<file path="config.mk">
export PLATFORM = sky130hd
export DESIGN_NAME = ifu_axi_master
export DESIGN_NICKNAME = d
export VERILOG_FILES = /design/src/common/axi_pkg.sv /design/src/common/core_pkg.sv /design/src/hdl/ifu_axi_master.sv
export SDC_FILE = /design/constraint.sdc
export NUM_CORES = 1
export LEC_CHECK = 0
export ABC_AREA = 1
export BUFFER_PORTS_ARGS = -buffer_cell sky130_fd_sc_hd__buf_4
export CORE_AREA = 2 2 88 90
export DETAILED_ROUTE_END_ITERATION = 8
export DIE_AREA = 0 0 90 92
export GPL_TIMING_DRIVEN = 1
export PLACE_DENSITY_LB_ADDON = 0.15
export SLEW_MARGIN = 20
export SYNTH_ARGS = -nofsm -noshare
export SYNTH_HDL_FRONTEND = slang
export SYNTH_SLANG_ARGS = --single-unit
</file>
<file path="constraint.sdc">
create_clock -name clk -period 6.7 [get_ports clk]
set_input_delay 0.335 -clock clk [delete_from_list [all_inputs] [get_ports clk]]
set_output_delay 0.335 -clock clk [all_outputs]
set_load 0.02 [all_outputs]
</file>
<file path="src/common/axi_pkg.sv">
package axi_pkg;

   typedef logic [31:0] addr_t;   // Byte address
   typedef logic [63:0] data_t;   // One bus word
   typedef logic [7:0]  strb_t;   // One bit per data byte
   typedef logic [7:0]  len_t;    // Beats minus one
   typedef logic [2:0]  size_t;   // Bytes per beat, log2
   typedef logic [1:0]  burst_t;
   typedef logic [1:0]  resp_t;

   // Response codes
   localparam resp_t RESP_OKAY   = 2'b00;
   localparam resp_t RESP_SLVERR = 2'b10;

   localparam burst_t BURST_INCR = 2'b01;   // Only burst type in use
   localparam size_t  SIZE_8B    = 3'b011;  // Full 64-bit beat

endpackage

</file>
<file path="src/common/core_pkg.sv">
package core_pkg;

   // Fetch length as beats minus one, 1 to 16 beats
   typedef logic [3:0] fetch_len_t;

   typedef enum logic {
      OP_LOAD  = 1'b0,
      OP_STORE = 1'b1
   } mem_op_e;

endpackage

</file>
<file path="src/hdl/ifu_axi_master.sv">
`timescale 1ns/1ps

module ifu_axi_master import axi_pkg::*, core_pkg::*; (
   input  logic       clk,
   input  logic       rst,
   input  logic       fetch_req,
   input  addr_t      fetch_addr,
   input  fetch_len_t fetch_len,
   output logic       fetch_busy,
   output logic       fetch_beat,
   output data_t      fetch_data,
   output resp_t      fetch_resp,
   output logic       fetch_done,
   output addr_t      araddr,
   output len_t       arlen,
   output size_t      arsize,
   output burst_t     arburst,
   output logic       arvalid,
   input  logic       arready,
   input  data_t      rdata,
   input  resp_t      rresp,
   input  logic       rlast,
   input  logic       rvalid,
   output logic       rready,
   output logic       awvalid,
   output logic       wvalid,
   output logic       bready
);

   typedef enum logic [1:0] {F_IDLE, F_ADDR, F_DATA} f_state_e;

   f_state_e   state;
   addr_t      addr_q;   // Latched fetch address
   fetch_len_t len_q;

   always_ff @(posedge clk) begin
      if (rst) begin
         state <= F_IDLE;
      end else begin
         case (state)
            F_IDLE: begin
               if (fetch_req) begin
                  state  <= F_ADDR;
                  addr_q <= fetch_addr;
                  len_q  <= fetch_len;
               end
            end
            F_ADDR: if (arready) state <= F_DATA;  // Stall here until AR accepted
            F_DATA: if (rvalid && rlast) state <= F_IDLE;
            default: state <= F_IDLE;
         endcase
      end
   end

   assign fetch_busy = (state != F_IDLE);

   // One INCR burst of 8-byte beats
   assign araddr  = {addr_q[31:3], 3'b000};
   assign arlen   = len_t'(len_q);
   assign arsize  = SIZE_8B;
   assign arburst = BURST_INCR;
   assign arvalid = (state == F_ADDR);
   assign rready  = 1'b1;

   assign fetch_beat = (state == F_DATA) & rvalid;
   assign fetch_data = rdata;
   assign fetch_resp = rresp;
   assign fetch_done = fetch_beat & rlast;   // Comes with last beat

   // No write traffic from fetch
   assign awvalid = 1'b0;
   assign wvalid  = 1'b0;
   assign bready  = 1'b0;

   a_no_req_while_busy: assert property (@(posedge clk) disable iff (rst)
      fetch_req |-> !fetch_busy);

endmodule

</file>
==> flow_metrics.tcl <==
set metrics [dict create \
    outcome "complete, no violations" \
    dpl_cell_area_um2 1870 \
    dp_slack_ps 4940 \
    clk_latency_ps 290 \
    multi_input_area_um2 134 \
    syn_avg_cell_area_um2 12.8 \
    dp.cells 245 \
    period_share 0.255 \
    highest_layer "met4" \
    core_area_um2 7450 \
    wl_met2_mm 2.02 \
    max_slew_margin 0.368 \
    fillers 787 \
    die_h_um 92 \
    timing.max_cap.violations 0 \
    overflow 0 \
    syn_area_um2 1740 \
    ys_types 13 \
    critPathCapture "len_q[2]" \
    grt_max_degree 34 \
    nNetsFinal 258 \
    slew_violations 0 \
    register_area_um2 1030 \
    fin_crit_ps 1710 \
    crit_path_start_kind "register" \
    row_count 32 \
    drive_gt1_frac 0.570 \
    num_vias 905 \
    start_util 0.233 \
    regToRegStartpoint "state[1]" \
    worst_ep_arrival_time_ps 1610 \
    post_cts_resized 0 \
    path_max_fanout 33 \
    worstRegToRegCells 3 \
    io_pins 227 \
    place.gp.congestion 0.650 \
    tightest_slew_ps 945 \
    hold_viol 0 \
    crit_start "state[1]" \
    holdCritPathClass "input port to register" \
    ctsHtreeMaxLevel 2 \
    cts_tree "yes" \
    port_buffers 75 \
    end_kind "register" \
    ir_worst_vdd_mv 0.0942 \
    cts_num_sinks 35 \
    grt_pass1_vias 941 \
    r2r-end "len_q[2]" \
    clock_path_buffers 2 \
    rsz0062_at_grt "no" \
    syn_inst 136 \
    ys_seq_elements 35 \
    postCtsSetupBuffers 0 \
    seq_area_frac_synth 0.594 \
    setup_viol 0 \
    final_antenna_net_count 0 \
    first_iter_violations 18 \
    avgRoutedWirePerCell_um 16.9 \
    grt_pass1_wl_mm 5.98 \
    dieArea_um2 8280 \
    r2r_slack_ps 4990 \
    p_leak_uw 0.000832 \
    vias_per_cell 3.58 \
    routed_wl_mm 4.28 \
    grtUsageTotal 0.0979 \
    layout_commonest_cell "buf_4" \
    cts.clk_slew.worst_paths_ps 80 \
    fp.dieW_um 90 \
    setup_ws_ps 4990 \
    postCtsHoldBufs 0 \
    power-per-cell-area_nw_per_um2 256 \
    ys_warn_count 0 \
    worstPathRequired_ps 6610 \
    met1_length_mm 1.22 \
    dp_hpwl_mm 3.49 \
    syn_to_final_growth_pct 14.0 \
    firstDrtPassIters 2 \
    drcViolationCount 0 \
    final_cells 253 \
    fin_util 0.266 \
    numCtsBuffers 5 \
    setup_tns_ps 0 \
    mostFrequentLayoutCells "buf_4 (75), edfxtp_1 (33), conb_1 (16), clkbuf_8 (5), inv_1 (4)" \
    design_area_um2 1980 \
    n_antenna_cell 0 \
    critPathKind "register to register" \
    dr_wl_met3_um 896 \
    cts_root_buffer "clkbuf_8" \
    skew_ps 7.57 \
    antenna_found_initial 0 \
    fmax_mhz 586 \
]
## synthesized netlist by cell type
cell type	instances	area, um^2
buf_4	82	616
edfxtp_1	33	991
inv_1	4	15.0
nor2_1	4	15.0
conb_1	2	7.51
dfxtp_1	2	40.0
nand2_1	2	7.51
nand3_1	2	10.0
a21oi_1	1	5.00
a21oi_2	1	8.76
nand2_2	1	6.26
nand3b_1	1	7.51
nor2_2	1	6.26
## metal layers
layer,track usage,vias up
met5,0,-
met4,0.0423,0
met3,0.0994,17
met2,0.152,127
met1,0.0824,391
li1,-,370
## worst min-delay path by stage
stage                              start         end  depth (start not counted)
after floorplan                      rst    state[0]                          1
after global placement          state[0]    state[1]                          2
after detailed placement  fetch_addr[14]  addr_q[14]                          1
after CTS                 fetch_addr[31]  addr_q[31]                          1
after global routing      fetch_addr[31]  addr_q[31]                          1
final                     fetch_addr[29]  addr_q[29]                          1
## cell type report
type                       count  share of cell area
timing repair buffer          75               0.285
sequential                    35               0.521
inverter                       4             0.00759
tap                          102              0.0645
multi-input combinational     29              0.0677
clock inverter                 3              0.0196
clock buffer                   5              0.0348
## stage by stage
stage | total power (uW) | hold WS (ps)
2_1_floorplan | 353 | 397
3_3_place_gp | 324 | 508
3_5_place_dp | 325 | 514
4_1_cts | 514 | 211
5_1_grt | 527 | 200
6_report | 505 | 221
## critical path, cell delays in order, from the launching register on
cell     delay [ps]
dfxtp_1         350
nor2_2          150
nand2_2          90
nor2_4          720
## where the power goes
group / internal [uW] / leakage, uW / total [uW] / switching, uW
Combinational: 27.6 / 0.000454 / 64.0 / 36.4
Sequential: 252 / 0.000323 / 255 / 3.25
Clock: 109 / 0.0000556 / 187 / 77.6
## logic make-up after synthesis
kind of cell | synth area share
compound gates | 0.00793
buf+inv | 0.363
other cells | 0.00433
simple gates | 0.0303
flops | 0.594
## state kept, by name (all words and copies together) (netlist names)
register and flops:
addr_q 29, len_q 4, state 2
Note: power is estimated with default switching activity, not from simulation.
