[src/common/axi_pkg.sv]
package axi_pkg;

   typedef logic [31:0] addr_t;   // Byte address
   typedef logic [63:0] data_t;   // One bus word
   typedef logic [7:0]  strb_t;   // One bit per data byte
   typedef logic [7:0]  len_t;    // Beats minus one
   typedef logic [2:0]  size_t;   // Bytes per beat, log2
   typedef logic [1:0]  burst_t;
   typedef logic [1:0]  resp_t;

   // Response codes
   localparam resp_t RESP_OKAY   = 2'b00;
   localparam resp_t RESP_SLVERR = 2'b10;

   localparam burst_t BURST_INCR = 2'b01;   // Only burst type in use
   localparam size_t  SIZE_8B    = 3'b011;  // Full 64-bit beat

endpackage

[src/common/core_pkg.sv]
package core_pkg;

   // Fetch length as beats minus one, 1 to 16 beats
   typedef logic [3:0] fetch_len_t;

   typedef enum logic {
      OP_LOAD  = 1'b0,
      OP_STORE = 1'b1
   } mem_op_e;

endpackage

[src/hdl/lsu_axi_master.sv]
`timescale 1ns/1ps

module lsu_axi_master import axi_pkg::*, core_pkg::*; (
   input  logic    clk,
   input  logic    rst,
   input  logic    lsu_req,
   input  mem_op_e lsu_op,
   input  addr_t   lsu_addr,
   input  data_t   lsu_wdata,
   input  strb_t   lsu_wstrb,
   output logic    lsu_busy,
   output logic    lsu_done,
   output data_t   lsu_rdata,
   output resp_t   lsu_resp,
   output addr_t   araddr,
   output len_t    arlen,
   output size_t   arsize,
   output burst_t  arburst,
   output logic    arvalid,
   input  logic    arready,
   input  data_t   rdata,
   input  resp_t   rresp,
   input  logic    rlast,
   input  logic    rvalid,
   output logic    rready,
   output addr_t   awaddr,
   output len_t    awlen,
   output size_t   awsize,
   output burst_t  awburst,
   output logic    awvalid,
   input  logic    awready,
   output data_t   wdata,
   output strb_t   wstrb,
   output logic    wlast,
   output logic    wvalid,
   input  logic    wready,
   input  resp_t   bresp,
   input  logic    bvalid,
   output logic    bready
);

   typedef enum logic [2:0] {
      L_IDLE,
      L_RADDR,
      L_RDATA,
      L_WADDR,
      L_WDATA,
      L_WRESP
   } l_state_e;

   l_state_e state;
   addr_t    addr_q;
   data_t    wdata_q;   // Store payload
   strb_t    wstrb_q;

   always_ff @(posedge clk) begin
      if (rst) begin
         state <= L_IDLE;
      end else begin
         case (state)
            L_IDLE: begin
               if (lsu_req) begin
                  state   <= (lsu_op == OP_LOAD) ? L_RADDR : L_WADDR;
                  addr_q  <= lsu_addr;
                  wdata_q <= lsu_wdata;
                  wstrb_q <= lsu_wstrb;
               end
            end
            L_RADDR: if (arready) state <= L_RDATA;
            L_RDATA: if (rvalid && rlast) state <= L_IDLE;  // Single beat
            L_WADDR: if (awready) state <= L_WDATA;
            L_WDATA: if (wready) state <= L_WRESP;
            L_WRESP: if (bvalid) state <= L_IDLE;
            default: state <= L_IDLE;
         endcase
      end
   end

   assign lsu_busy = (state != L_IDLE);

   // Read side, word aligned
   assign araddr  = {addr_q[31:3], 3'b000};
   assign arlen   = '0;
   assign arsize  = SIZE_8B;
   assign arburst = BURST_INCR;
   assign arvalid = (state == L_RADDR);
   assign rready  = 1'b1;

   // Write side
   assign awaddr  = {addr_q[31:3], 3'b000};
   assign awlen   = '0;
   assign awsize  = SIZE_8B;
   assign awburst = BURST_INCR;
   assign awvalid = (state == L_WADDR);
   assign wdata   = wdata_q;
   assign wstrb   = wstrb_q;
   assign wvalid  = (state == L_WDATA);
   assign wlast   = (state == L_WDATA);   // Every W beat is the last
   assign bready  = 1'b1;

   // Done on R beat for loads, on B for stores
   assign lsu_done  = ((state == L_RDATA) & rvalid) | ((state == L_WRESP) & bvalid);
   assign lsu_rdata = (state == L_RDATA) ? rdata : '0;
   assign lsu_resp  = (state == L_RDATA) ? rresp : bresp;

endmodule

[config.mk]
export PLATFORM = sky130hd
export DESIGN_NAME = lsu_axi_master
export DESIGN_NICKNAME = d
export VERILOG_FILES = /design/src/common/axi_pkg.sv /design/src/common/core_pkg.sv /design/src/hdl/lsu_axi_master.sv
export SDC_FILE = /design/constraint.sdc
export NUM_CORES = 1
export LEC_CHECK = 0
export ABC_AREA = 1
export ABC_CLOCK_PERIOD_IN_PS = 12030
export BUFFER_PORTS_ARGS = -buffer_cell sky130_fd_sc_hd__buf_2
export CORE_AREA = 2 2 164 166
export DETAILED_ROUTE_END_ITERATION = 16
export DIE_AREA = 0 0 166 168
export PLACE_DENSITY_LB_ADDON = 0.05
export REMOVE_ABC_BUFFERS = 1
export SLEW_MARGIN = 20
export SYNTH_ARGS = -nofsm -noshare
export SYNTH_HDL_FRONTEND = slang
export SYNTH_SLANG_ARGS = --single-unit
[constraint.sdc]
create_clock -name clk -period 12.03 [get_ports clk]
set_clock_uncertainty 0.1 [all_clocks]
set_input_delay 3.0075 -clock clk [delete_from_list [all_inputs] [get_ports clk]]
set_output_delay 3.0075 -clock clk [all_outputs]
set_load 0.01 [all_outputs]
==> impl_metrics.ini <==
[clock_network]
cts_made_buffers = 9
cts_resized = 0
cts_num_sinks = 104
clk_latency_ps = 340
hold_buffers = 0
postCtsSetupRepairBufs = 0
clk_pin_slew_ps = 70
clockBufferDepth = 2
htreeDepth = 3
cts-root-buf = clkbuf_16
cts_tree = built

[synth]
synth_top_area_share = 0.6890
synth_cells = 354
synth_top_cell_by_area = edfxtp_1
ys_seq_elements = 104
synth_area_um2 = 4402
synth_area_per_cell_um2 = 12.43
yosys_warnings = 0
yosysUniqueCellTypes = 22
yosysSeqAreaShare = 0.7027
synth_area_leaders = edfxtp_1 69%, buf_4 11%, inv_1 6.1%

[final_layout]
final_util = 0.2522
drive_gt1_frac = 0.5812
mostFrequentLayoutCells = 380 x buf_2, 101 x edfxtp_1, 72 x inv_1
fin_cells = 1056
finalNetCount = 891
syn_to_final_growth_pct = 50.97
layout_commonest_cell = buf_2

[global_route]
grt.met3_usage = 0.04067
grt_pass1_vias = 3622
busiest_layer = met2
antenna_found_initial = 4
grt_max_degree = 81
overflow = 0
grt_usage = 0.1061
grtUsageMet2 = 0.2019
grt_use_met1 = 0.1053
grt_pass1_wl_um = 22200

[drt]
drtIter0Drc = 125
route.detailed.wl_per_inst_um = 14.67
dr.pass1.iters = 4
vias = 3658
ant_nets = 0
wl_um = 15490
drc_errors = 0
routed_via_density = 3.464

[power]
ir_worst_vdd_mv = 0.05662
leakagePower_uw = 0.003454
fin_total_pwr_uw = 1105
p_per_area_nw_per_um2 = 166.3

[worst_setup_path]
critical_path_class = primary input to primary output
critPathMaxStageDelay_ps = 290
required_ps = 8920
cp_cell_sequence = buf_2 -> inv_1 -> o41ai_1 -> buf_2
critPathLaunchType = primary input
path_max_fanout = 2
reg2reg_slack_ps = 9950
cp-end-kind = primary output
crit_top_cell = buf_2
r2r-end = wdata[21]
cp.arrival_ps = 3620
cp_slowest_cell = o41ai_1
reg2reg_from = state[1]
r2r_cells = 5

[placement]
dp.cells = 1038
port_buffers = 380
globalplace.congestion = 0.8003
dpl_worst_slack_ps = 5281
hpwl_um = 13020

[die]
fp.dieArea_um2 = 27890
die_w_um = 166
ios = 418
die_h_um = 168
rows = 60
start_util = 0.1670
core-area_um2 = 26350

[sta]
setup_slack_ps = 5300
setup_viol = 0
fmax_mhz = 148.6
maxSlewViolCount = 0
finalCriticalPeriod_ps = 6730
finalCritPeriodShare = 0.5595
hold_viol = 0
worst_slew_pin_slew_ps = 638.7
grt_setup_unrepaired = false
relSlewSlack = 0.5742
fin_tns_setup_ps = 0

[flow_run]
maxCapViolCount = 0

[hold_path]
hold_depth = 2
hold_end = state[1]
hold_path.class = flop to flop
min-delay-start = state[1]

[status]
outcome = finished clean
[worst max-delay path by stage]
stage,startpoint,to,cells past startpoint
6_report,bvalid,lsu_done,4
5_1_grt,bvalid,lsu_done,4
4_1_cts,bvalid,lsu_done,4
3_5_place_dp,bvalid,lsu_done,4
3_3_place_gp,bvalid,lsu_done,4
2_1_floorplan,rst,addr_q[10],1
[stage by stage]
| step | hold slack (ps) | area [um^2] |
|---|---|---|
| global route | 680.9 | 6643 |
| CTS | 578.0 | 6615 |
| finish | 576.6 | 6645 |
| floorplan | 483.8 | 3955 |
| detailed placement | 566.8 | 6314 |
| global placement | 552.0 | 6314 |
[per-layer routing]
layer | vias up | wire [um] | part of all wire
li1 | 1720 | - | -
met1 | 1665 | 5271 | 0.34
met2 | 251 | 8284 | 0.53
met4 | 4 | 258 | 0.017
met3 | 18 | 1650 | 0.11
met5 | - | 27 | 0.0017
[registers in the layout, summed over array words and instances, names as in the netlist]
signal / count
addr_q: 29
state: 3
wdata: 64
wstrb: 8
[cell usage after synthesis]
library cell / number
conb_1: 2
mux2_2: 2
nand2_1: 10
inv_1: 72
a21oi_1: 1
nand2_2: 3
edfxtp_1: 101
o21ai_0: 1
nor2_4: 1
nand3_2: 1
nor2_1: 68
o41ai_1: 1
nor3_1: 2
o21ai_2: 1
dfxtp_1: 3
buf_4: 65
buf_6: 7
inv_2: 2
nand3_1: 5
nor2_2: 4
nand4_1: 1
nand3b_1: 1
[logic make-up (layout without fill, tap and decap cells)]
group | after synthesis | after routing | share of synthesized area
buffers and inverters | 146 | 474 | 0.1919
muxes | 2 | 2 | 0.005116
and+or+nand+nor | 96 | 96 | 0.09238
other | 2 | 35 | 0.001706
DFF | 104 | 104 | 0.7027
AOI/OAI and AO/OA | 4 | 4 | 0.006252
[layout make-up]
| type | count | area, um^2 |
|---|---|---|
| fillers | 2894 | 19710 |
| flip-flops and latches | 104 | 3093 |
| repair buffers | 384 | 1952 |
| multi-input cells | 136 | 591.8 |
| well taps | 341 | 426.7 |
| inverters | 74 | 277.8 |
| clock buffers | 9 | 225.2 |
| clock inverters | 7 | 76.32 |
| diodes | 1 | 2.502 |
[worst max-delay path, delay by kind of cell]
family / cells / cell delay (ps)
compound gates: 1 / 290
buf+inv: 3 / 330
[report_power, final]
group	internal (uW)	switching (uW)
logic	121	199
registers	463	23.7
clock network	163	135
total	747	358
No activity file was read; power rests on OpenSTA's default activity.
