<file path="src/common/axi_pkg.sv">
package axi_pkg;

   typedef logic [31:0] addr_t;   // Byte address
   typedef logic [63:0] data_t;   // One bus word
   typedef logic [7:0]  strb_t;   // One bit per data byte
   typedef logic [7:0]  len_t;    // Beats minus one
   typedef logic [2:0]  size_t;   // Bytes per beat, log2
   typedef logic [1:0]  burst_t;
   typedef logic [1:0]  resp_t;

   // Response codes
   localparam resp_t RESP_OKAY   = 2'b00;
   localparam resp_t RESP_SLVERR = 2'b10;

   localparam burst_t BURST_INCR = 2'b01;   // Only burst type in use
   localparam size_t  SIZE_8B    = 3'b011;  // Full 64-bit beat

endpackage

</file>
<file path="src/arbiter/axi_arbiter.sv">
`timescale 1ns/1ps

module axi_arbiter import axi_pkg::*; (
   input  logic   clk,
   input  logic   rst,

   // Read address channel
   input  addr_t  araddr_ifu,
   input  addr_t  araddr_mem,
   output addr_t  araddr,
   input  len_t   arlen_ifu,
   input  len_t   arlen_mem,
   output len_t   arlen,
   input  size_t  arsize_ifu,
   input  size_t  arsize_mem,
   output size_t  arsize,
   input  burst_t arburst_ifu,
   input  burst_t arburst_mem,
   output burst_t arburst,
   input  logic   arvalid_ifu,
   input  logic   arvalid_mem,
   output logic   arvalid,
   input  logic   arready,
   output logic   arready_ifu,
   output logic   arready_mem,

   // Read data channel
   input  data_t  rdata,
   output data_t  rdata_ifu,
   output data_t  rdata_mem,
   input  resp_t  rresp,
   output resp_t  rresp_ifu,
   output resp_t  rresp_mem,
   input  logic   rlast,
   output logic   rlast_ifu,
   output logic   rlast_mem,
   input  logic   rvalid,
   output logic   rvalid_ifu,
   output logic   rvalid_mem,
   input  logic   rready_ifu,
   input  logic   rready_mem,
   output logic   rready,

   // Write address channel
   input  addr_t  awaddr_ifu,
   input  addr_t  awaddr_mem,
   output addr_t  awaddr,
   input  len_t   awlen_ifu,
   input  len_t   awlen_mem,
   output len_t   awlen,
   input  size_t  awsize_ifu,
   input  size_t  awsize_mem,
   output size_t  awsize,
   input  burst_t awburst_ifu,
   input  burst_t awburst_mem,
   output burst_t awburst,
   input  logic   awvalid_ifu,
   input  logic   awvalid_mem,
   output logic   awvalid,
   input  logic   awready,
   output logic   awready_ifu,
   output logic   awready_mem,

   // Write data channel
   input  data_t  wdata_ifu,
   input  data_t  wdata_mem,
   output data_t  wdata,
   input  strb_t  wstrb_ifu,
   input  strb_t  wstrb_mem,
   output strb_t  wstrb,
   input  logic   wlast_ifu,
   input  logic   wlast_mem,
   output logic   wlast,
   input  logic   wvalid_ifu,
   input  logic   wvalid_mem,
   output logic   wvalid,
   input  logic   wready,
   output logic   wready_ifu,
   output logic   wready_mem,

   // Write response channel
   input  resp_t  bresp,
   output resp_t  bresp_ifu,
   output resp_t  bresp_mem,
   input  logic   bvalid,
   output logic   bvalid_ifu,
   output logic   bvalid_mem,
   input  logic   bready_ifu,
   input  logic   bready_mem,
   output logic   bready
);

   typedef enum logic [2:0] {
      R_IDLE,
      R_ADDR_IFU,
      R_ADDR_MEM,
      R_DATA_IFU,
      R_DATA_MEM
   } r_state_e;

   r_state_e r_state, r_state_nx;
   logic ar_ifu, ar_mem;   // Address phase grant
   logic r_ifu, r_mem;     // Data phase grant

   always_ff @(posedge clk) begin
      if (rst) r_state <= R_IDLE;
      else     r_state <= r_state_nx;
   end

   always_comb begin
      r_state_nx = r_state;
      case (r_state)
         R_IDLE: begin
            if (arvalid_ifu)      r_state_nx = R_ADDR_IFU;  // Fetch has priority
            else if (arvalid_mem) r_state_nx = R_ADDR_MEM;
         end
         R_ADDR_IFU: if (arvalid && arready) r_state_nx = R_DATA_IFU;
         R_ADDR_MEM: if (arvalid && arready) r_state_nx = R_DATA_MEM;
         // Grant held for the whole burst
         R_DATA_IFU, R_DATA_MEM: if (rvalid && rready && rlast) r_state_nx = R_IDLE;
         default: r_state_nx = R_IDLE;
      endcase
   end

   assign ar_ifu = (r_state == R_ADDR_IFU);
   assign ar_mem = (r_state == R_ADDR_MEM);
   assign r_ifu  = (r_state == R_DATA_IFU);
   assign r_mem  = (r_state == R_DATA_MEM);

   // AR passes through only while granted
   assign araddr  = ar_ifu ? araddr_ifu  : ar_mem ? araddr_mem  : '0;
   assign arlen   = ar_ifu ? arlen_ifu   : ar_mem ? arlen_mem   : '0;
   assign arsize  = ar_ifu ? arsize_ifu  : ar_mem ? arsize_mem  : '0;
   assign arburst = ar_ifu ? arburst_ifu : ar_mem ? arburst_mem : '0;
   assign arvalid = ar_ifu ? arvalid_ifu : ar_mem ? arvalid_mem : 1'b0;
   assign arready_ifu = ar_ifu & arready;
   assign arready_mem = ar_mem & arready;

   // R beats steered to the granted master only
   assign rdata_ifu  = r_ifu ? rdata  : '0;
   assign rresp_ifu  = r_ifu ? rresp  : '0;
   assign rlast_ifu  = r_ifu & rlast;
   assign rvalid_ifu = r_ifu & rvalid;
   assign rdata_mem  = r_mem ? rdata  : '0;
   assign rresp_mem  = r_mem ? rresp  : '0;
   assign rlast_mem  = r_mem & rlast;
   assign rvalid_mem = r_mem & rvalid;
   assign rready     = r_ifu ? rready_ifu : r_mem ? rready_mem : 1'b0;

   // Writes only from load/store side
   assign awaddr      = awaddr_mem;
   assign awlen       = awlen_mem;
   assign awsize      = awsize_mem;
   assign awburst     = awburst_mem;
   assign awvalid     = awvalid_mem;
   assign awready_mem = awready;
   assign awready_ifu = 1'b0;
   assign wdata       = wdata_mem;
   assign wstrb       = wstrb_mem;
   assign wlast       = wlast_mem;
   assign wvalid      = wvalid_mem;
   assign wready_mem  = wready;
   assign wready_ifu  = 1'b0;
   assign bresp_mem   = bresp;
   assign bvalid_mem  = bvalid;
   assign bready      = bready_mem;
   assign bresp_ifu   = '0;
   assign bvalid_ifu  = 1'b0;

   // Slave sees no AR request on the idle cycle after a burst
   a_no_ar_in_idle: assert property (@(posedge clk) disable iff (rst)
      rvalid && rready && rlast |=> !arvalid);

   // Fetch master must never start a write
   a_ifu_no_write: assert property (@(posedge clk) disable iff (rst)
      !awvalid_ifu && !wvalid_ifu);

endmodule

</file>
<file path="config.mk">
export PLATFORM = sky130hd
export DESIGN_NAME = axi_arbiter
export DESIGN_NICKNAME = d
export VERILOG_FILES = /design/src/common/axi_pkg.sv /design/src/arbiter/axi_arbiter.sv
export SDC_FILE = /design/constraint.sdc
export NUM_CORES = 1
export LEC_CHECK = 0
export BUFFER_PORTS_ARGS = -buffer_cell sky130_fd_sc_hd__buf_4
export CORE_AREA = 2 2 285 287
export CTS_CLUSTER_SIZE = 40
export DETAILED_ROUTE_END_ITERATION = 6
export DIE_AREA = 0 0 287 289
export PLACE_DENSITY = 0.35
export SLEW_MARGIN = 20
export SYNTH_ARGS = -nofsm -noshare
export SYNTH_HDL_FRONTEND = slang
export SYNTH_SLANG_ARGS = --single-unit
export TNS_END_PERCENT = 50
</file>
<file path="constraint.sdc">
create_clock -name clk -period 1.9 [get_ports clk]
set_input_delay 0.095 -clock clk [delete_from_list [all_inputs] [get_ports clk]]
set_output_delay 0.095 -clock clk [all_outputs]
set_load 0.02 [all_outputs]
</file>
==> summary by stage, run 1 <==
Worst setup path
For the worst setup path, the data arrival time is 1.63 ns. Counting cells, the worst reg-to-reg path comes to 6. The largest single stage delay on the critical path is 0.33 ns.

The slack of the worst reg-to-reg path is 0.39 ns. The most critical setup path has its startpoint at r_state[1]. The slowest cell on the critical path is dfxtp_1.

By startpoint and endpoint, the worst setup path is classified as flip-flop to output pin. The startpoint identified for the worst register-to-register timing path is r_state[1]. The critical path ends at rdata_ifu[36]. The launching element type of the critical path is a flip-flop.

Data on the critical path is required at its endpoint by 1.80 ns. The endpoint kind of the worst setup timing path is an output pin. The largest driver fanout on the critical path is 64. Traced cell by cell, the critical path runs through inv_2, nor3_4, buf_12, and2_1, buf_4.

The endpoint of the lowest-slack register-to-register path is r_state[0].

Clocking
TritonCTS built the clock tree. After clock tree synthesis, the repair step resized 0 gates. In this run the post-CTS setup repair buffer count came out at 0. The clock tree buffer depth is 2.

The total of hold buffers inserted after clock tree synthesis is 0. The CTS H-tree depth is 1. Clock-pin slew was measured on the worst setup and hold paths at 0.03 ns. The clock net in this run drives a total of 3 sinks.

The root buffer cell is clkbuf_16. TritonCTS created 3 clock buffers. The clock latency on the worst-skew pair is 0.22 ns.

Finish
In the final layout, the registers with the most flip-flops are r_state x3. Compared with the post-synthesis result, the final layout area differs by 116%. At the end of the flow, the number of nets in the layout was 998. The area occupied by registers is 61.3 um2. In the final layout, the multi-input gates occupy 1500 um2. The ratio of cells with drive above 1 in the final layout is 0.653. After filler insertion, the fill cell instance count of the layout stands at 9406. The register with the most flip-flops in the layout has 3 of them. The register with the highest flop count is r_state. The post-route standard cell area excluding fillers is 5740 um2.

STA
Between clock sinks in the finished design, the worst skew comes to 0.00402 ns. The final-layout worst hold slack is 0.0708 ns. Adding up every negative setup slack in the final design gives 0 ns. The peak clock frequency supported by timing is 580 MHz. The final max-slew violation count came to 0. Setup repair after global routing left no endpoint under its margin.

The final-report hold violation count was 0. The clock period could shrink to 1.73 ns. Dividing the final minimum period by the clock period gives 0.908. Setup violations remaining at the end of the flow were counted as 0.

Placement
The detailed-placement wirelength estimate is 14.6 mm. The global placement routability congestion is 0.738. During placement, the flow inserted port buffers numbering 349. Once placement finished, the instance area stood at 5660 um2.

Min path
The path class of the tightest hold or removal check is primary input to flip-flop.

Yosys
The share of the Yosys chip area taken by registers is 0.0225. The cell area after technology mapping is 2660 um2. The number of storage elements in the synthesis netlist is 3. The Yosys step of the flow raised 0 warnings.

For this run, the leading register cell type out of synthesis is dfxtp_1. The cell count after synthesis came out at 381. Counting flops with a built-in enable in the synthesized netlist gives 0. After synthesis, the share of flip-flops with an asynchronous set or reset is 0.

The mean area per synthesized cell is 6.99 um2. The number of library cell types mapped by synthesis is 29.

Global routing
The combined global-route utilization of all metal layers is 0.0384. The via count of the first global-routing pass is 3480. The first-pass GRT wire length is 22.5 mm.

The total congestion overflow is 0. The maximum number of pins on one net before global-route repair is 72. The initial antenna violation count is 3.

Pwr
Across the VDD grid, the largest voltage drop is 0.000289 V. The clock share of power is 0.171. The fraction of power spent switching nets is 0.451. The power per cell area is 337 nW/um2. The completed layout was analyzed and its total power is 1.94 mW. The combinational share of power is 0.789. The share of total power dissipated in sequential elements is 0.040. The static leakage is 2.81 nW. The internal portion of total power is 1.06 mW.

The net switching power of the design is 0.874 mW.

Route
The iteration count of the initial detailed-routing pass is 4. Summing over every cut layer, the via total after detailed routing is 3466. In the final routed layout, each cell accounts on average for 10.7 um. The count of nets left with antenna violations once routing finished came out at 0.

The post-detailed-route via-to-cell ratio is 2.11. For this run, design rule violations remaining after detail routing come to 0. After detailed routing, the total wire length is 17.7 mm. The first routing iteration left 83 violations.

Flow run
Max-cap violations in this run came to 0.

Floorplanning
The starting density of the core is 0.0333. The die covers 82900 um2. The number of top-level design ports is 728. The floorplan step defined a core boundary enclosing 79900 um2.

In this run the vertical extent of the chip is 289 um. The die boundary width is 287 um. In this run the core area contains 104 standard-cell rows.

Outcome
The flow ran to the end, and the final reports show no timing, DRC or antenna violations.
-- cells in the mapped netlist (2+ instances only) --
cell        n  share of area
a21oi_1     6          0.011
a22o_1     46           0.15
and2_1     62           0.15
and2_2     10          0.028
and3_1     68           0.16
buf_2       7          0.013
buf_4     133           0.37
clkbuf_1   21          0.030
dfxtp_1     3          0.023
inv_2       2         0.0028
nand2_1     4         0.0056
nor3_1      2         0.0038
-- layout make-up --
| cell class | instances | share of cell area |
|---|---|---|
| diodes | 1 | 0.000436 |
| clock buffers | 4 | 0.0137 |
| flip-flops and latches | 3 | 0.0107 |
| multi-input cells | 216 | 0.262 |
| inverters | 3 | 0.00196 |
| repair buffers | 359 | 0.480 |
| well taps | 1060 | 0.231 |
-- cells by family after synthesis --
family,synth area share
buf+inv,0.428
simple gates,0.362
compound gates,0.186
flops,0.0225
other cells,0.00141
-- metal layers --
layer	global-route usage	routed length [um]	up-vias
met3	0.0192	2470	60
met4	0.0245	1170	0
li1	-	-	1570
met1	0.0279	4730	1487
met5	0	0	-
met2	0.0770	9300	349
-- worst min path at each step --
stage | startpoint | to | slack [ns] | cells past startpoint
5_1_grt | rst | r_state[2] | 0.08 | 2
2_1_floorplan | rst | r_state[0] | 0.16 | 1
6_report | rst | r_state[2] | 0.07 | 2
3_3_place_gp | awaddr_mem[10] | awaddr[10] | 0.19 | 0
3_5_place_dp | awaddr_mem[10] | awaddr[10] | 0.19 | 0
4_1_cts | rst | r_state[2] | 0.07 | 2
-- per-stage QoR --
step,setup slack (ns),utilization,std cells
finish,0.175,0.0718,1646
global route,0.0516,0.0718,1645
CTS,0.107,0.0718,1645
detailed placement,0.357,0.0708,1641
global placement,0.346,0.0708,1641
floorplan,0.451,-,385
-- power groups by stage --
stage | clock (mW) | combinational (mW) | sequential [mW]
3_3_place_gp | 0 | 1.56 | 0.0778
4_1_cts | 0.339 | 1.55 | 0.0769
3_5_place_dp | 0 | 1.55 | 0.0777
6_report | 0.332 | 1.53 | 0.0768
2_1_floorplan | 0 | 1.11 | 0.0819
5_1_grt | 0.346 | 1.63 | 0.0783
-- critical path: cells and delay by family, from the launching register on --
kind	cells	cell delay [ns]
flip-flops	1	0.33
AND/OR/NAND/NOR	2	0.48
buffers and inverters	3	0.49
-- layout by cell type, fill, tap and decap left out --
cell,n
a21o_1,1
a21oi_1,6
a221oi_2,1
a22o_1,46
and2_1,62
and2_2,10
and3_1,68
buf_12,5
buf_4,354
clkbuf_1,1
clkbuf_16,3
conb_1,5
dfxtp_1,2
dfxtp_2,1
diode_2,1
inv_1,1
inv_2,2
nand2_1,4
nand4b_1,1
nand4bb_1,1
nor2_4,1
nor3_2,2
nor3_4,1
o2111ai_1,1
o211ai_1,1
o21ai_0,1
o21bai_1,1
o22ai_2,1
or2b_2,1
or4_1,1
(Power assumes the default switching activity.)
==> run 2: changes to the inputs <==
RECOVER_POWER = 100   (was default)
==> run 2 against run 1 <==
Routed wire length decreased by 0.70%. Via count increased by 0.84%. Clock skew about the same. Setup slack worse by 0.087 ns. Sequential cell count stayed put. Clock power about the same. Non-clock buffer count is the same. Sequential share of layout area is 0.11 points higher.
==> summary by stage, run 2 (synthesis results as in run 1) <==
Outcome
The flow ran to the end, and the final reports show no timing, DRC or antenna violations.

Floorplanning
The starting density of the core is 0.0333. The die covers 82900 um2. The total area inside the core boundary comes to 79900 um2. The y dimension of the die is 289 um. In this run the horizontal extent of the chip is 287 um. The standard-cell row count is 104.

During I/O placement, the number of pins put on the boundary was 728.

Finish
The leading cell type in the layout, fill and taps excluded is buf_4. The area growth from synthesis to layout is 95.8%. The top cell types in the final layout, fill and taps aside, are buf_4, clkbuf_1, and3_1.

The flip-flop count of the largest register after layout is 3. Of the cells placed in the final design, the portion with a size suffix greater than 1 is 0.462. The number of nets in the layout is 998.

In the final layout, the registers with the most flip-flops are r_state x3. The register with the most flip-flops in the final layout is r_state.

Placement
Detailed placement finished with a half-perimeter wire length of 14.6 mm. The global placement routability congestion is 0.738. Buffers placed on the I/O ports in this run total 349.

Global routing
The initial antenna violation count was 3. The via count of the first global-routing pass came to 3480. The met1 track demand over resource in global routing is 0.0279.

The most heavily used metal layer in global routing is met2. In the global route stage, met2 resource usage came out at 0.0770. The combined global-route utilization of all metal layers is 0.0384. Entering global routing, the biggest net connects 72 pins. The total overflow left after global routing is 0. The first-pass GRT wire length is 22.5 mm. The met3 usage is 0.0192.

STA
The final max-slew violation count is 0. Hold is met by 0.0694 ns. For the final routed database, the setup TNS stands at 0 ns. Setup repair after global routing left no endpoint under its margin. The total of endpoints with negative setup slack in the final report is 0.

The final clock period utilization by the worst path is 0.954. The peak clock frequency supported by timing is 552 MHz. The final-report hold violation count came to 0. The setup skew after layout is 0.00402 ns. Counting I/O delays and the setup requirement, the final critical path takes 1.81 ns.

Clocking
In this run the post-CTS setup repair buffer count came out at 0. The clock slew at the register clock pins of the worst setup and hold paths is 0.03 ns. The total number of clock tree sinks is 3.

The longest clock path from root to sink contains 2 buffers. TritonCTS built the clock tree. Clock tree synthesis inserted a total of 3 buffers. The clock latency on the worst-skew pair is 0.22 ns.

The total of hold buffers inserted after clock tree synthesis is 0. In this run, post-CTS repair resized a total of 0 instances. CTS built an H-tree with a depth of 1.

The root buffer cell is clkbuf_16.

Worst setup path
The endpoint kind of the worst setup timing path is an output pin. The endpoint of the lowest-slack register-to-register path is r_state[0]. The category of the critical setup timing path is flip-flop to output pin. The largest driver fanout on the critical path is 73.

The required time reported for the critical path endpoint is 1.80 ns. The data arrival time of the worst path is 1.72 ns. The depth of the worst register-to-register path is 6. In this run the critical register-to-register path is launched from r_state[1].

The slack of the worst reg-to-reg path is 0.28 ns. STA classifies the critical path startpoint as a flip-flop.

Route
For this block, the via count after detailed routing is 3495. The aggregate routed wire length is 17.5 mm. The detailed router finished its first iteration with 74 violations.

After detailed routing, the number of remaining DRC violations is 0. The post-detailed-route via-to-cell ratio is 2.12. The remaining number of nets flagged by the antenna check after routing is 0.

For this run, the detailed router's first-pass iteration total came to 4. The post-detailed-route wirelength per cell is 10.6 um.

Min path
The path with the worst hold slack has its endpoint at r_state[2]. The path category of the worst min-delay check is primary input to flip-flop. The startpoint identified for the worst hold timing path is rst.

The worst hold path passes through 2 cells.

Pwr
The static leakage is 2.29 nW. In this run the power density over the cells is 342 nW/um2. The total chip power is 1.79 mW.

The peak supply drop is 0.000289 V.

Flow run
Across the run, the number of max-cap violations was 0.
-- run 2: cell count changes in the layout (fill, tap and decap cells not counted), moves of 2 or more --
cell / change
and2_0: +20
buf_4: -151
and2_1: -19
clkbuf_2: +42
diode_2: +2
clkbuf_1: +109
-- run 2: cell type report --
type                            count  area [um2]
Timing Repair Buffer              359        2240
Sequential cell                     3        61.3
Inverter                            3        11.3
Fill cell                        9540       74700
Multi-Input combinational cell    216        1490
Clock buffer                        4        78.8
Tap cell                         1060        1330
Antenna cell                        3        7.51
-- run 2: metrics by stage --
stage            util  area (um2)  setup slack [ns]  cells
2_1_floorplan       -        2680             0.451    385
3_3_place_gp   0.0708        5660             0.346   1641
3_5_place_dp   0.0708        5660             0.357   1641
4_1_cts        0.0718        5740             0.107   1645
5_1_grt        0.0652        5210            0.0265   1645
6_report       0.0653        5220            0.0875   1648
-- run 2: worst max path at each step --
stage          cells after the start        from            end
5_1_grt                            5  r_state[1]  rdata_mem[50]
3_5_place_dp                       6  r_state[1]     r_state[0]
4_1_cts                            5  r_state[1]  rdata_ifu[36]
6_report                           5  r_state[1]  rdata_mem[27]
3_3_place_gp                       6  r_state[1]     r_state[0]
2_1_floorplan                      5  r_state[1]     arburst[0]
-- run 2: report_power, final --
| part | internal (mW) | switching, mW | total (mW) |
|---|---|---|---|
| clock network | 0.277 | 0.0551 | 0.332 |
| registers | 0.0707 | 0.00602 | 0.0767 |
| logic | 0.571 | 0.807 | 1.38 |
-- run 2: layer usage --
| layer | share of wire | wire (um) | vias up |
|---|---|---|---|
| li1 | - | - | 1573 |
| met1 | 0.27 | 4670 | 1507 |
| met2 | 0.52 | 9200 | 355 |
| met3 | 0.14 | 2460 | 60 |
| met4 | 0.069 | 1210 | 0 |
| met5 | 0 | 0 | - |
-- run 2: worst max-delay path: stages, from the launching register on --
cell and delay [ns]:
dfxtp_1 0.30, buf_4 0.16, nor2_1 0.19, buf_12 0.26, and3_1 0.21, clkbuf_1 0.24
==> run 3: changes to the inputs <==
CTS_BUF_LIST = sky130_fd_sc_hd__clkbuf_8 sky130_fd_sc_hd__clkbuf_16   (was default)
==> run 3 against run 2 <==
Combinational power about the same. First-iteration DRC count increased by 2.7%. Die area unchanged. Routed wire length fell by 0.48%. Critical path type unchanged. Largest cell class unchanged.
==> summary by stage, run 3 (synthesis results as in run 1) <==
Global routing
The initial antenna violation count is 3. The via count of the first global-routing pass is 3480. The first-pass GRT wire length is 22.5 mm. The combined global-route utilization of all metal layers is 0.0384. The total congestion overflow is 0.

The maximum number of pins on one net before global-route repair is 72.

STA
The final-report hold violation count is 0. Setup repair after global routing left no endpoint under its margin. The peak clock frequency supported by timing is 543 MHz. The final clock period utilization by the worst path is 0.969. The total of endpoints with negative setup slack in the final report is 0. On the final layout, the worst clock skew is 0.00412 ns. The worst path needs 1.84 ns of the cycle, external delays included. Setup total negative slack on the finished layout was measured at 0 ns. The post-layout worst setup margin is 0.0582 ns. The final max-slew violation count came to 0.

Route
The routed layout has 3493 vias. In the routed design, unresolved DRC markers number 0. The initial DRC count is 76. The first detailed-routing pass ran for 4 iterations. The post-detailed-route via-to-cell ratio is 2.12. The aggregate routed wire length is 17.5 mm.

The detail route stage leaves a number of antenna-violating nets equal to 0. Dividing the detail-routed wire length by the instance count gives 10.6 um.

Outcome
The flow ran to the end, and the final reports show no timing, DRC or antenna violations.

Pwr
Power spread over the standard cell area amounts to 343 nW/um2. Total power for the finished layout comes to 1.79 mW. The net switching power of the design is 0.876 mW. Of the total power, combinational logic draws 0.774. Of the total power, the share spent switching nets is 0.490.

The static leakage is 2.30 nW. The clock share of power is 0.183. The peak supply drop is 0.000289 V.

Cell internal power was estimated by the tool at 0.912 mW. Of the total power, registers draw 0.043.

Finish
The final layout contains 998 nets. The number of fillers in the final layout is 9542. The area growth from synthesis to layout is 95.9%.

In the layout the commonest cells are buf_4, clkbuf_1, and3_1. The area occupied by registers is 61.3 um2. The register with the most flip-flops in the layout has 3 of them.

Of the cells placed in the final design, the portion with a size suffix greater than 1 is 0.462. The fraction of the core area covered by cells at the end of the flow is 0.0653. More flip-flops sit in one register than any other, and that register is r_state. The footprint of the multi-input gates is 1490 um2. For this run, the number of standard cells in the final layout without fillers is 1650. The largest registers in the layout are r_state x3. The library cell used most frequently in the layout, excluding fill and tap cells, is buf_4.

Worst setup path
The slack of the worst reg-to-reg path is 0.29 ns. Data on the critical path is required at its endpoint by 1.80 ns. The endpoint kind of the worst setup timing path is an output pin. In this run the worst setup path begins at r_state[1]. The critical path in this run is classified as flip-flop to output pin. The depth of the worst register-to-register path is 6.

Along the worst path, the maximum fanout reaches 73. The launching element type of the critical path is a flip-flop. The startpoint identified for the worst register-to-register timing path is r_state[1].

STA puts the critical path data arrival time at 1.75 ns. The endpoint of the lowest-slack register-to-register path is r_state[0].

Floorplanning
The die boundary width is 287 um. The area of the core region is 79900 um2. Row generation in the floorplan step produced 104 rows. The number of top-level design ports is 728. The overall die area is 82900 um2. The floorplan step set the die height to 289 um. For this configuration, the core starts out at a cell density of 0.0333.

Placement
The number of cells in the design after placement is 1641. Before CTS, the worst setup slack after placement is 0.357 ns. The global placement routability congestion is 0.738. The count of buffers from port buffering is 349. Detailed placement finished with a half-perimeter wire length of 14.6 mm.

Clocking
The number of gates resized after CTS was 0. The CTS tree is yes. The number of buffers added by the clock tree synthesis step is 3. The total of hold buffers inserted after clock tree synthesis is 0. The clock latency on the worst-skew pair is 0.22 ns. Clock tree synthesis selected as its root buffer the cell clkbuf_16. Clock tree synthesis found a total of 3 sinks. Buffers added to address setup during post-CTS repair amount to 0. The clock tree buffer depth is 2. The clock slew at the register clock pins of the worst setup and hold paths is 0.03 ns. The CTS H-tree depth is 1.

Min path
The worst hold path passes through 2 cells. The path with the worst hold slack has its endpoint at r_state[2]. The beginning of the worst hold path is rst. The path category of the worst min-delay check is primary input to flip-flop.

Flow run
The max-capacitance violation count is 0.
-- run 3: worst max-delay path by stage --
stage,to,slack (ns),cells after the start
after floorplan,arburst[0],0.45,5
after global placement,r_state[0],0.35,6
after CTS,rdata_ifu[36],0.11,5
after global routing,rdata_mem[50],0.03,5
final,rdata_mem[48],0.06,5
after detailed placement,r_state[0],0.36,6
-- run 3: cell type report --
type | count | share of cell area
inverters | 3 | 0.00216
well taps | 1060 | 0.254
clock inverters | 1 | 0.000719
repair buffers | 359 | 0.429
flip-flops and latches | 3 | 0.0117
diodes | 5 | 0.00240
multi-input cells | 216 | 0.285
clock buffers | 3 | 0.0144
-- run 3: power by group through the flow --
stage	combinational (mW)	clock, mW	sequential [mW]
after floorplan	1.11	0	0.0819
after global placement	1.56	0	0.0778
after detailed placement	1.55	0	0.0777
after CTS	1.55	0.334	0.0769
after global routing	1.48	0.340	0.0783
final	1.38	0.327	0.0766
-- run 3: metal layers --
metal / track usage / vias up / wire length (um)
met5: 0 / - / 0
met3: 0.0192 / 62 / 2440
li1: - / 1576 / -
met2: 0.0770 / 357 / 9060
met4: 0.0245 / 0 / 1200
met1: 0.0279 / 1498 / 4760
-- run 3: worst max-delay path, stage by stage (launching register included) --
cell	delay [ns]
dfxtp_1	0.30
buf_4	0.16
nor2_1	0.19
buf_12	0.24
and3_1	0.22
clkbuf_1	0.24
-- run 3: stage by stage --
step | hold WS [ns] | instance area (um2)
floorplan | 0.161 | 2680
global placement | 0.190 | 5660
detailed placement | 0.190 | 5660
CTS | 0.0702 | 5740
global route | 0.0777 | 5210
finish | 0.0707 | 5220
